==> config.mk <==
export PLATFORM = sky130hd
export DESIGN_NAME = issue_core
export DESIGN_NICKNAME = d
export VERILOG_FILES = /design/src/rtl/isa_pkg.sv /design/src/rtl/pipe_pkg.sv /design/src/rtl/exec_units.sv /design/src/rtl/issue_core.sv /design/src/rtl/issue_ctrl.sv /design/src/rtl/reg_file.sv /design/src/rtl/reg_inuse.sv
export VERILOG_INCLUDE_DIRS = /design/src /design/src/rtl
export SDC_FILE = /design/constraint.sdc
export NUM_CORES = 2
export LEC_CHECK = 0
export BUFFER_PORTS_ARGS = -buffer_cell sky130_fd_sc_hd__buf_2
export CORE_MARGIN = 2
export CORE_UTILIZATION = 50
export CTS_BUF_LIST = sky130_fd_sc_hd__clkbuf_8
export DETAILED_ROUTE_END_ITERATION = 16
export GPL_ROUTABILITY_DRIVEN = 1
export MAX_ROUTING_LAYER = met4
export PLACE_DENSITY = 0.68
export SLEW_MARGIN = 20
export SYNTH_ARGS = -nofsm -noshare
export SYNTH_HDL_FRONTEND = slang
export SYNTH_SLANG_ARGS = --single-unit
==> constraint.sdc <==
create_clock -name clk -period 22.6 [get_ports clk]
set_input_delay 0 -clock clk [delete_from_list [all_inputs] [get_ports clk]]
set_output_delay 0 -clock clk [all_outputs]
set_load 0.01 [all_outputs]
==> src/rtl/issue_defs.svh <==
// issue block sizing macros
// register count, register address width, data width
// and multiplier pipeline depth
`ifndef ISSUE_DEFS_SVH
`define ISSUE_DEFS_SVH

////////////////////////////////////////
// architectural register file

// number of integer registers, x0 included
`define ISSUE_NUM_REGS 32

// register address width, 2**ISSUE_REG_AW == ISSUE_NUM_REGS
`define ISSUE_REG_AW 5

// data path width
`define ISSUE_XLEN 32

////////////////////////////////////////
// execution units

// multiplier register stages, result leaves the last one
`define ISSUE_MUL_STAGES 3

`endif

==> src/rtl/isa_pkg.sv <==
// instruction set types for the issue block
// opcode enum of the register-to-register stream
`default_nettype none

`include "issue_defs.svh"

package isa_pkg;

    ////////////////////////////////////////
    // opcodes

    // all ops write rd
    // addi takes rs1 + imm and ignores rs2
    // mul keeps the low word of the product
    typedef enum logic [2:0] {
        OP_ADD  = 3'd0,
        OP_SUB  = 3'd1,
        OP_XOR  = 3'd2,
        OP_ADDI = 3'd3,
        OP_MUL  = 3'd4
    } op_e;

endpackage

`default_nettype wire

==> src/rtl/pipe_pkg.sv <==
// pipeline control types for the issue block
// issue controller state and execution unit select
`default_nettype none

`include "issue_defs.svh"

package pipe_pkg;

    ////////////////////////////////////////
    // issue controller FSM

    // init while the scoreboard sweep runs
    typedef enum logic {
        ST_INIT = 1'b0,
        ST_RUN  = 1'b1
    } issue_state_e;

    ////////////////////////////////////////
    // execution unit select

    // single-cycle alu or pipelined multiplier
    typedef enum logic {
        UNIT_ALU = 1'b0,
        UNIT_MUL = 1'b1
    } unit_e;

endpackage

`default_nettype wire

==> src/rtl/exec_units.sv <==
// execution units
// single-cycle alu, pipelined multiplier (low word)
// and the writeback merge
`timescale 1ns/1ps
`default_nettype none

`include "issue_defs.svh"

module exec_units (
    input  wire logic                     clk,
    input  wire logic                     rst,
    input  wire logic                     issue_valid,
    input  wire pipe_pkg::unit_e          issue_unit,
    input  wire isa_pkg::op_e             issue_op,
    input  wire logic [`ISSUE_REG_AW-1:0] issue_rd,
    input  wire logic [`ISSUE_XLEN-1:0]   issue_imm,
    input  wire logic [`ISSUE_XLEN-1:0]   rs1_data,
    input  wire logic [`ISSUE_XLEN-1:0]   rs2_data,
    output logic                          mul_tail_busy,
    output logic                          wb_valid,
    output logic [`ISSUE_REG_AW-1:0]      wb_rd,
    output logic [`ISSUE_XLEN-1:0]        wb_data
);

    localparam int TAIL = `ISSUE_MUL_STAGES - 1;

    logic                         alu_valid;
    logic [`ISSUE_REG_AW-1:0]     alu_rd;
    logic [`ISSUE_XLEN-1:0]       alu_result;
    logic [`ISSUE_XLEN-1:0]       alu_next;

    logic [`ISSUE_MUL_STAGES-1:0] mul_valid;
    logic [`ISSUE_REG_AW-1:0]     mul_rd   [`ISSUE_MUL_STAGES];
    logic [`ISSUE_XLEN-1:0]       mul_prod [`ISSUE_MUL_STAGES];

    ////////////////////////////////////////
    // alu

    always_comb begin
        case (issue_op)
            isa_pkg::OP_SUB:  alu_next = rs1_data - rs2_data;
            isa_pkg::OP_XOR:  alu_next = rs1_data ^ rs2_data;
            isa_pkg::OP_ADDI: alu_next = rs1_data + issue_imm;
            default:          alu_next = rs1_data + rs2_data;
        endcase
    end

    always_ff @(posedge clk) begin
        if (rst) begin
            alu_valid <= 1'b0;
        end else begin
            alu_valid <= issue_valid && (issue_unit == pipe_pkg::UNIT_ALU);
        end
    end

    // payload only
    always_ff @(posedge clk) begin
        alu_rd     <= issue_rd;
        alu_result <= alu_next;
    end

    ////////////////////////////////////////
    // multiplier

    always_ff @(posedge clk) begin
        if (rst) begin
            mul_valid <= '0;
        end else begin
            mul_valid <= {mul_valid[TAIL-1:0], issue_valid && (issue_unit == pipe_pkg::UNIT_MUL)};
        end
    end

    // first stage forms the low word, later stages carry it
    always_ff @(posedge clk) begin
        mul_rd[0]   <= issue_rd;
        mul_prod[0] <= rs1_data * rs2_data;
        for (int i = 1; i < `ISSUE_MUL_STAGES; i++) begin
            mul_rd[i]   <= mul_rd[i-1];
            mul_prod[i] <= mul_prod[i-1];
        end
    end

    // stage feeding the tail, occupied tail on the next cycle
    assign mul_tail_busy = mul_valid[TAIL-1];

    ////////////////////////////////////////
    // writeback merge

    assign wb_valid = alu_valid || mul_valid[TAIL];
    assign wb_rd    = mul_valid[TAIL] ? mul_rd[TAIL]   : alu_rd;
    assign wb_data  = mul_valid[TAIL] ? mul_prod[TAIL] : alu_result;

    // relies on the issue side holding alu ops behind the mul tail
    a_one_wb: assert property (@(posedge clk) disable iff (rst)
        !(alu_valid && mul_valid[TAIL]))
        else $error("alu and multiplier writeback in the same cycle");

endmodule

`default_nettype wire

==> src/rtl/issue_core.sv <==
// issue block top level
// issue controller, register file and execution units
`timescale 1ns/1ps
`default_nettype none

`include "issue_defs.svh"

module issue_core (
    input  wire logic                     clk,
    input  wire logic                     rst,
    input  wire logic                     in_valid,
    input  wire isa_pkg::op_e             in_op,
    input  wire logic [`ISSUE_REG_AW-1:0] in_rd,
    input  wire logic [`ISSUE_REG_AW-1:0] in_rs1,
    input  wire logic [`ISSUE_REG_AW-1:0] in_rs2,
    input  wire logic [`ISSUE_XLEN-1:0]   in_imm,
    output logic                          in_ready,
    output logic                          wb_valid,
    output logic [`ISSUE_REG_AW-1:0]      wb_rd,
    output logic [`ISSUE_XLEN-1:0]        wb_data
);

    // issue side to the units
    logic                     issue_valid;
    pipe_pkg::unit_e          issue_unit;
    isa_pkg::op_e             issue_op;
    logic [`ISSUE_REG_AW-1:0] issue_rd;
    logic [`ISSUE_XLEN-1:0]   issue_imm;
    logic                     mul_tail_busy;

    // operands, read in the accept cycle
    logic [`ISSUE_XLEN-1:0]   rs1_data;
    logic [`ISSUE_XLEN-1:0]   rs2_data;

    issue_ctrl issue_ctrl_i (
        .clk           (clk),
        .rst           (rst),
        .in_valid      (in_valid),
        .in_op         (in_op),
        .in_rd         (in_rd),
        .in_rs1        (in_rs1),
        .in_rs2        (in_rs2),
        .in_imm        (in_imm),
        .mul_tail_busy (mul_tail_busy),
        .wb_valid      (wb_valid),
        .wb_rd         (wb_rd),
        .in_ready      (in_ready),
        .issue_valid   (issue_valid),
        .issue_unit    (issue_unit),
        .issue_op      (issue_op),
        .issue_rd      (issue_rd),
        .issue_imm     (issue_imm)
    );

    // writeback lands here, readable the cycle after
    reg_file reg_file_i (
        .clk      (clk),
        .rs1_addr (in_rs1),
        .rs2_addr (in_rs2),
        .we       (wb_valid),
        .waddr    (wb_rd),
        .wdata    (wb_data),
        .rs1_data (rs1_data),
        .rs2_data (rs2_data)
    );

    exec_units exec_units_i (
        .clk           (clk),
        .rst           (rst),
        .issue_valid   (issue_valid),
        .issue_unit    (issue_unit),
        .issue_op      (issue_op),
        .issue_rd      (issue_rd),
        .issue_imm     (issue_imm),
        .rs1_data      (rs1_data),
        .rs2_data      (rs2_data),
        .mul_tail_busy (mul_tail_busy),
        .wb_valid      (wb_valid),
        .wb_rd         (wb_rd),
        .wb_data       (wb_data)
    );

endmodule

`default_nettype wire

==> src/rtl/issue_ctrl.sv <==
// issue controller
// init sweep FSM, operand hazard check, accept decision, unit select
// owns the in-use scoreboard
`timescale 1ns/1ps
`default_nettype none

`include "issue_defs.svh"

module issue_ctrl (
    input  wire logic                     clk,
    input  wire logic                     rst,
    input  wire logic                     in_valid,
    input  wire isa_pkg::op_e             in_op,
    input  wire logic [`ISSUE_REG_AW-1:0] in_rd,
    input  wire logic [`ISSUE_REG_AW-1:0] in_rs1,
    input  wire logic [`ISSUE_REG_AW-1:0] in_rs2,
    input  wire logic [`ISSUE_XLEN-1:0]   in_imm,
    input  wire logic                     mul_tail_busy,
    input  wire logic                     wb_valid,
    input  wire logic [`ISSUE_REG_AW-1:0] wb_rd,
    output logic                          in_ready,
    output logic                          issue_valid,
    output pipe_pkg::unit_e               issue_unit,
    output isa_pkg::op_e                  issue_op,
    output logic [`ISSUE_REG_AW-1:0]      issue_rd,
    output logic [`ISSUE_XLEN-1:0]        issue_imm
);

    pipe_pkg::issue_state_e   state;
    logic [`ISSUE_REG_AW-1:0] init_cnt;
    logic                     clr;
    logic                     rs1_inuse;
    logic                     rs2_inuse;
    logic                     rd_inuse;
    logic                     data_hazard;
    logic                     wb_hazard;
    logic                     accept;
    logic                     retired;

    ////////////////////////////////////////
    // init FSM

    // one cycle per scoreboard entry over a power-of-two register count
    always_ff @(posedge clk) begin
        if (rst) begin
            state    <= pipe_pkg::ST_INIT;
            init_cnt <= '0;
        end else if (state == pipe_pkg::ST_INIT) begin
            init_cnt <= init_cnt + {{(`ISSUE_REG_AW-1){1'b0}}, 1'b1};
            if (&init_cnt) begin
                state <= pipe_pkg::ST_RUN;
            end
        end
    end

    assign clr = (state == pipe_pkg::ST_INIT);

    ////////////////////////////////////////
    // hazard check and accept

    // x0 is never tracked
    assign data_hazard = ((in_rs1 != '0) && rs1_inuse) ||
                         ((in_rs2 != '0) && rs2_inuse) ||
                         ((in_rd  != '0) && rd_inuse);

    // alu result would land on the same cycle as the mul tail
    assign wb_hazard = (in_op != isa_pkg::OP_MUL) && mul_tail_busy;

    assign in_ready = !clr && !data_hazard && !wb_hazard;
    assign accept   = in_valid && in_ready;

    // x0 writes are dropped here with nothing to track or execute
    assign issue_valid = accept && (in_rd != '0);
    assign issue_unit  = (in_op == isa_pkg::OP_MUL) ? pipe_pkg::UNIT_MUL : pipe_pkg::UNIT_ALU;
    assign issue_op    = in_op;
    assign issue_rd    = in_rd;
    assign issue_imm   = in_imm;

    assign retired = wb_valid && (wb_rd != '0);

    ////////////////////////////////////////
    // scoreboard

    reg_inuse reg_inuse_i (
        .clk             (clk),
        .rst             (rst),
        .clr             (clr),
        .rs1_addr        (in_rs1),
        .rs2_addr        (in_rs2),
        .issued_rd_addr  (in_rd),
        .retired_rd_addr (wb_rd),
        .issued          (issue_valid),
        .retired         (retired),
        .rs1_inuse       (rs1_inuse),
        .rs2_inuse       (rs2_inuse),
        .rd_inuse        (rd_inuse)
    );

    // an issue in init would retire while the sweep owns the retire port
    a_no_wb_init: assert property (@(posedge clk) disable iff (rst)
        (state == pipe_pkg::ST_INIT) |-> !wb_valid)
        else $error("writeback during scoreboard init");

endmodule

`default_nettype wire

==> src/rtl/reg_file.sv <==
// integer register file
// two combinational read ports, one synchronous write port
// x0 ignores writes and reads as zero
`timescale 1ns/1ps
`default_nettype none

`include "issue_defs.svh"

module reg_file (
    input  wire logic                     clk,
    input  wire logic [`ISSUE_REG_AW-1:0] rs1_addr,
    input  wire logic [`ISSUE_REG_AW-1:0] rs2_addr,
    input  wire logic                     we,
    input  wire logic [`ISSUE_REG_AW-1:0] waddr,
    input  wire logic [`ISSUE_XLEN-1:0]   wdata,
    output logic      [`ISSUE_XLEN-1:0]   rs1_data,
    output logic      [`ISSUE_XLEN-1:0]   rs2_data
);

    // storage, entry 0 never written
    logic [`ISSUE_XLEN-1:0] regs [`ISSUE_NUM_REGS];

    ////////////////////////////////////////
    // write port

    always_ff @(posedge clk) begin
        if (we && (waddr != '0)) begin
            regs[waddr] <= wdata;
        end
    end

    ////////////////////////////////////////
    // read ports

    // x0 forced to zero
    assign rs1_data = (rs1_addr == '0) ? '0 : regs[rs1_addr];
    assign rs2_data = (rs2_addr == '0) ? '0 : regs[rs2_addr];

endmodule

`default_nettype wire

==> src/rtl/reg_inuse.sv <==
// register in-use scoreboard
// issue bank and retire bank, in use when the two bits differ
// clear sweep walks all entries after reset
`timescale 1ns/1ps
`default_nettype none

`include "issue_defs.svh"

module reg_inuse (
    input  wire logic                     clk,
    input  wire logic                     rst,
    input  wire logic                     clr,
    input  wire logic [`ISSUE_REG_AW-1:0] rs1_addr,
    input  wire logic [`ISSUE_REG_AW-1:0] rs2_addr,
    input  wire logic [`ISSUE_REG_AW-1:0] issued_rd_addr,
    input  wire logic [`ISSUE_REG_AW-1:0] retired_rd_addr,
    input  wire logic                     issued,
    input  wire logic                     retired,
    output logic                          rs1_inuse,
    output logic                          rs2_inuse,
    output logic                          rd_inuse
);

    // one bit per register in each bank
    logic bank_issue  [`ISSUE_NUM_REGS];
    logic bank_retire [`ISSUE_NUM_REGS];

    // sweep address while clr is held
    logic [`ISSUE_REG_AW-1:0] clr_addr;
    logic [`ISSUE_REG_AW-1:0] ret_addr;
    logic                     collision;
    logic                     retire_inuse;

    ////////////////////////////////////////
    // clear sweep

    always_ff @(posedge clk) begin
        if (rst) begin
            clr_addr <= '0;
        end else if (clr) begin
            clr_addr <= clr_addr + {{(`ISSUE_REG_AW-1){1'b0}}, 1'b1};
        end
    end

    // retire port shared with the sweep
    assign ret_addr = clr ? clr_addr : retired_rd_addr;

    ////////////////////////////////////////
    // bank writes

    // same register retiring this cycle
    assign collision = retired && (issued_rd_addr == retired_rd_addr);

    // issue makes the pair differ, against the retire bank's next value
    always_ff @(posedge clk) begin
        if (issued) begin
            bank_issue[issued_rd_addr] <= collision ? ~bank_issue[retired_rd_addr]
                                                    : ~bank_retire[issued_rd_addr];
        end
    end

    // retire or sweep makes the pair equal again
    always_ff @(posedge clk) begin
        if (retired || clr) begin
            bank_retire[ret_addr] <= bank_issue[ret_addr];
        end
    end

    ////////////////////////////////////////
    // lookups

    assign rs1_inuse    = bank_issue[rs1_addr] ^ bank_retire[rs1_addr];
    assign rs2_inuse    = bank_issue[rs2_addr] ^ bank_retire[rs2_addr];
    assign rd_inuse     = bank_issue[issued_rd_addr] ^ bank_retire[issued_rd_addr];
    assign retire_inuse = bank_issue[retired_rd_addr] ^ bank_retire[retired_rd_addr];

    ////////////////////////////////////////
    // assertions

    // writeback must match an earlier issue
    a_retire_inuse: assert property (@(posedge clk) disable iff (rst)
        (retired && !clr) |-> retire_inuse)
        else $error("retire of register %0d not in use", retired_rd_addr);

    // issue side must hold back on a pending rd
    a_issue_free: assert property (@(posedge clk) disable iff (rst)
        issued |-> !rd_inuse)
        else $error("issue of register %0d already in use", issued_rd_addr);

endmodule

`default_nettype wire

# After elaboration in Yosys (flattened, before gate mapping)
# Memories as Yosys holds them, arrays and structs flattened.
# Index checks and enable logic that the tools add are counted.
# classes
addsub	5
multipliers	1
eq_ne	6
muxes	16
bitwise	8
n_reduce_logical	25
# ops
operator	n
two-way mux 32 bit	3
case mux 32 bit (3 select lines)	1
adder 32 bit	2
multiplier 32 x 32 -> 32 bit	1
subtractor 32 bit	1
bitwise XOR 32 bit	1
nonzero test 5 bit	4
logical AND 1 bit	12
adder 5 x 1 -> 5 bit, second input constant	2
logical NOT 5 bit	2
two-way mux 1 bit	10
two-way mux 5 bit	2
== test 3 x 2 -> 1 bit, second input constant	2
== test 5 bit	1
AND reduction 5 bit	1
logical OR 1 bit	4
NOT 1 bit	4
== test 3 x 1 -> 1 bit, second input constant	1
== test 3 bit, second input constant	1
!= test 3 bit, second input constant	1
bitwise XOR 1 bit	3
logical NOT 1 bit	2
# word_totals
ff_bits	52
ram_bits	1199
inputBits	53
out_inout_bits	39
word_cells	73
mem_count	5
# memory_table
name	depth	width	read_ports	rd_clocked_by_memory_dff	wr	line	source
reg_file_i.regs	32	32	2	0	1	reg_file.sv:21	logic [`ISSUE_XLEN-1:0] regs [`ISSUE_NUM_REGS];
exec_units_i.mul_prod	3	32	3	0	3	exec_units.sv:34	logic [`ISSUE_XLEN-1:0] mul_prod [`ISSUE_MUL_STAGES];
issue_ctrl_i.reg_inuse_i.bank_issue	32	1	5	0	1	reg_inuse.sv:25	logic bank_issue [`ISSUE_NUM_REGS];
issue_ctrl_i.reg_inuse_i.bank_retire	32	1	3	0	1	reg_inuse.sv:26	logic bank_retire [`ISSUE_NUM_REGS];
exec_units_i.mul_rd	3	5	3	0	3	exec_units.sv:33	logic [`ISSUE_REG_AW-1:0] mul_rd [`ISSUE_MUL_STAGES];

# Logic depth before layout (Yosys ltp)
# An unclocked memory read counts as a cell.
# logic_depth
word_depth	12
ltp_mapped	40
depth_no_buf	34

# By module
# Synthesis repeated with hierarchy kept, for this count alone.
# unflattened
hier_cells	5604
hier_area_um2	76176.8
# modules_own_cells
module	n_inst	cells_each	area_per_inst_um2	seq_area_each_um2
reg_file	1	2564	47929.7	30749.5
exec_units	1	2515	22522.9	2942.8
reg_inuse	1	444	5076.1	2021.9
issue_ctrl	1	81	648.1	120.1

# Worst setup path before layout
# No wires, ideal clock.
# synth_path
path_kind	input-to-reg
startpoint	input in_rs1[0]
endpoint	memory exec_units_i.mul_prod[0][31] (netlist bit)
setup_time_ns	0.120
arrival_time_ns	8.588
t_required_ns	22.480
path_slack_ns	13.892
cell_stages	36
path_buffers	7
cell_sequence	buf_4 > buf_4 > buf_4 > buf_4 > buf_4 > buf_4 > mux4_2 > a22oi_1 > nand2_1 > a22oi_1 > clkbuf_1 > inv_1 > ha_1 > inv_1 > fa_1 > inv_1 > fa_1 > fa_1 > inv_1 > fa_1 > fa_1 > fa_1 > fa_1 > inv_1 > fa_1 > xor2_1 > xnor2_1 > xnor2_1 > xnor2_1 > xnor2_1 > xnor2_1 > xnor2_1 > xnor2_1 > xnor2_1 > xnor3_1 > xnor2_1
# synth_rtl
item	line	source
start, declared	issue_core.sv:14	input wire logic [`ISSUE_REG_AW-1:0] in_rs1,
end, declared	exec_units.sv:34	

==> impl_metrics.prom <==
# TYPE chip_impl_metric gauge
chip_impl_info{name="run_status",value="finished, final reports clean"} 1
chip_impl_metric{name="critPathMaxFanout",unit=""} 41
chip_impl_metric{name="ys_ff_latch",unit=""} 1246
chip_impl_metric{name="cts_made_buffers",unit=""} 204
chip_impl_metric{name="finalWeightedCongestion",unit=""} 0.997
chip_impl_metric{name="tritoncts_num_sinks",unit=""} 1246
chip_impl_metric{name="seq_area_frac_synth",unit="%"} 48.1
chip_impl_metric{name="setup_viol_count_final",unit=""} 0
chip_impl_metric{name="fp.dieH",unit="µm"} 390
chip_impl_metric{name="drt-initial-drc-count",unit=""} 7690
chip_impl_metric{name="post_drt_via_cell_ratio",unit=""} 6.55
chip_impl_metric{name="crit_path_max_incr_delay",unit="ns"} 0.77
chip_impl_metric{name="boundaryPins",unit=""} 92
chip_impl_metric{name="holdBufCountCts",unit=""} 54
chip_impl_metric{name="core_region_area",unit="µm²"} 148000
chip_impl_metric{name="required",unit="ns"} 23.41
chip_impl_info{name="crit_top_cell",value="fa_1"} 1
chip_impl_metric{name="ctsLongestPathBuffers",unit=""} 3
chip_impl_metric{name="synth_cell_types",unit=""} 90
chip_impl_metric{name="timing.max_slew.rel_slack",unit="%"} 16.1
chip_impl_info{name="critical_path.top_delay_family",value="adder cells"} 1
chip_impl_metric{name="finClkSkew",unit="ns"} 0.0613
chip_impl_metric{name="global_route_wire_length_before_repair",unit="µm"} 356000
chip_impl_metric{name="die_w",unit="µm"} 390
chip_impl_metric{name="worst_ep_arrival_time",unit="ns"} 10.94
chip_impl_info{name="critical_path_start_end_classification",value="in -> reg"} 1
chip_impl_metric{name="effective_utilization_at_floorplan",unit="%"} 50.4
chip_impl_metric{name="worstSkewPairLatency",unit="ns"} 0.99
chip_impl_metric{name="synthArstFlopShare",unit="%"} 0
chip_impl_metric{name="synth_area_per_cell",unit="µm²"} 13.5
chip_impl_info{name="synthMostInstantiatedCell",value="edfxtp_1"} 1
chip_impl_metric{name="post_synth_instance_area",unit="µm²"} 74500
chip_impl_metric{name="largest_net_degree_at_the_start_of_global_routing",unit=""} 108
chip_impl_metric{name="timing_worst_slew_pin_value",unit="ns"} 1.26
chip_impl_info{name="synth.top_cells.by_count",value="edfxtp_1, inv_1, nor2_1, nand2_1, mux4_2"} 1
chip_impl_info{name="ys_dominant_reg_cell",value="edfxtp_1"} 1
chip_impl_metric{name="drive_above_1_share",unit="%"} 18.4
chip_impl_metric{name="rows",unit=""} 141
chip_impl_info{name="clock_tree.root_cell",value="clkbuf_8"} 1
chip_impl_metric{name="first_global_vias",unit=""} 51000
chip_impl_metric{name="yosys_warnings",unit=""} 0
chip_impl_metric{name="post-synth-top-area-fraction",unit="%"} 43.9
chip_impl_metric{name="fillerInstances",unit=""} 12100
chip_impl_metric{name="maxClockFrequency",unit="MHz"} 98.7
chip_impl_metric{name="globalRoute.totalOverflow",unit=""} 0
chip_impl_metric{name="detail_route.drc_violations",unit=""} 0
chip_impl_metric{name="layout-area-overhead-vs-synth",unit="%"} 9.99
chip_impl_metric{name="finalWorstPathRequiredPeriod",unit="ns"} 10.13
chip_impl_metric{name="hold_violations",unit=""} 0
chip_impl_info{name="class_of_the_worst_hold_path",value="in -> reg"} 1
chip_impl_info{name="worst_setup_path_end_kind",value="register"} 1
chip_impl_metric{name="detailed_place_hpwl",unit="µm"} 158000
chip_impl_metric{name="final_net_count",unit=""} 6341
chip_impl_metric{name="synth-edff-count",unit=""} 1088
chip_impl_metric{name="cts.reportedPaths.clkPinSlew",unit="ns"} 0.06
chip_impl_metric{name="drt_wl_total",unit="µm"} 252000
chip_impl_metric{name="r2r_slack",unit="ns"} 13.00
chip_impl_metric{name="post_drt_wl_per_cell",unit="µm"} 32.2
chip_impl_info{name="synthTopCellsByArea",value="edfxtp_1, mux4_2, fa_1, mux2i_1, dfxtp_1"} 1
chip_impl_metric{name="cts_setup_buffers",unit=""} 0
chip_impl_metric{name="design.die.area",unit="µm²"} 152000
chip_impl_info{name="tritoncts",value="done"} 1
chip_impl_info{name="cp-start-kind",value="input pin"} 1
chip_impl_metric{name="critical_path.n_buffers_inverters",unit=""} 11
chip_impl_metric{name="detail-route-antenna-nets",unit=""} 0
chip_impl_metric{name="finalMaxSlewViolations",unit=""} 0
chip_impl_metric{name="fin_tns_setup",unit="ns"} 0
chip_impl_metric{name="max-cap-violations",unit=""} 0
chip_impl_metric{name="placement.io_buffers",unit=""} 91
chip_impl_metric{name="clock_tree.htree_level_count",unit=""} 4
chip_impl_metric{name="gates_resized_cts_repair",unit=""} 0
chip_impl_metric{name="synthCells",unit=""} 5512
chip_impl_metric{name="finalCritPeriodShare",unit="%"} 44.8
chip_impl_info{name="rsz_0062_raised_after_global_routing",value="no"} 1
chip_impl_info{name="cpMaxStageDelayCell",value="buf_4"} 1
chip_impl_metric{name="antenna_found_initial",unit=""} 11
chip_impl_metric{name="dr_total_vias",unit=""} 51200
chip_impl_metric{name="grt_use_total",unit="%"} 34.0
chip_impl_info{name="synth_top_cell_by_area",value="edfxtp_1"} 1
chip_impl_metric{name="dr.pass1.iters",unit=""} 8
-- placed cells by master (no fill, tap or decap), types with 92 or more instances in the layout --
master,n
inv_1,615
xnor2_1,96
a22oi_1,237
dfxtp_1,157
nand2_1,445
ha_1,174
fa_1,409
buf_4,150
a21oi_1,104
mux4_2,431
nand3_1,92
edfxtp_1,1088
clkbuf_8,214
mux2i_1,347
nor2_1,419
-- stage by stage --
stage               setup WS [ns]  hold WS, ns  utilization, %  cell area, µm²  std cells
floorplan                   13.89       0.0277               -           74600       5544
global placement            11.75        0.260            52.4           77400       7374
detailed placement          11.65        0.259            52.4           77400       7374
CTS                         12.68      0.00273            55.4           81900       7808
global route                11.97       0.0932            55.4           81900       7819
finish                      12.47        0.126            55.4           81900       7819
-- cells by family after synthesis --
kind of cell | share of synthesized area, %
AO/OA/AOI/OAI | 5.80
multiplexers | 18.3
adder cells (fa/ha/maj) | 13.9
flip-flops | 48.1
AND/OR/NAND/NOR | 7.02
XOR/XNOR | 1.72
other | 0.00503
buffers and inverters | 5.11
-- cell type report --
cell class	count	area, µm²	area share, %
antenna	10	25.0	0.0305
clock buffer	214	2950	3.59
clock inverter	166	1010	1.23
inverter	553	2080	2.53
multi-input combinational	3401	35400	43.2
sequential	1246	35800	43.7
tap	1930	2410	2.95
timing repair buffer	299	2230	2.73
-- metal layers --
| layer | vias to the layer above | track usage [%] | routed length [µm] |
|---|---|---|---|
| li1 | 20600 | - | - |
| met1 | 26100 | 43.4 | 89600 |
| met2 | 3750 | 50.7 | 115000 |
| met3 | 789 | 7.87 | 31800 |
| met4 | 0 | 18.6 | 15400 |
| met5 | - | - | 0 |
-- worst register-to-register path: cells and delay by family (launching register included) --
kind	cells	cell delay, ns
adder cells (fa/ha/maj)	9	3.46
XOR/XNOR	1	0.12
buffers and inverters	7	1.44
AND/OR/NAND/NOR	7	1.13
flip-flops	1	0.38
multiplexers	2	0.71
AO/OA/AOI/OAI	8	2.22
-- worst paths after layout --
| path | cells after the start | startpoint | endpoint |
|---|---|---|---|
| setup / recovery | 37 | in_rs1[0] | exec_units_i.mul_prod[0][31] |
| hold / removal | 7 | in_imm[18] | exec_units_i.alu_result[19] |
| setup reg to reg | 34 | reg_file_i.regs[11][2] | exec_units_i.mul_prod[0][31] |
| hold reg to reg | 0 | exec_units_i.mul_prod[0][58] | exec_units_i.mul_prod[0][90] |
-- sequential cells by signal, summed over array words and instances (netlist names) --
name and cells:
issue_ctrl_i.reg_inuse_i.bank_retire 32, issue_ctrl_i.reg_inuse_i.bank_issue 32, reg_file_i.regs 1024, exec_units_i.mul_valid 3, exec_units_i.mul_prod 96, issue_ctrl_i.state 1
exec_units_i.alu_rd 4, exec_units_i.alu_result 32, issue_ctrl_i.init_cnt 5, issue_ctrl_i.reg_inuse_i.clr_addr 5, exec_units_i.alu_valid 1, exec_units_i.mul_rd 11
Power is not shown: default switching activity piles up to over one toggle a cycle in this logic, so the estimate is an artifact.
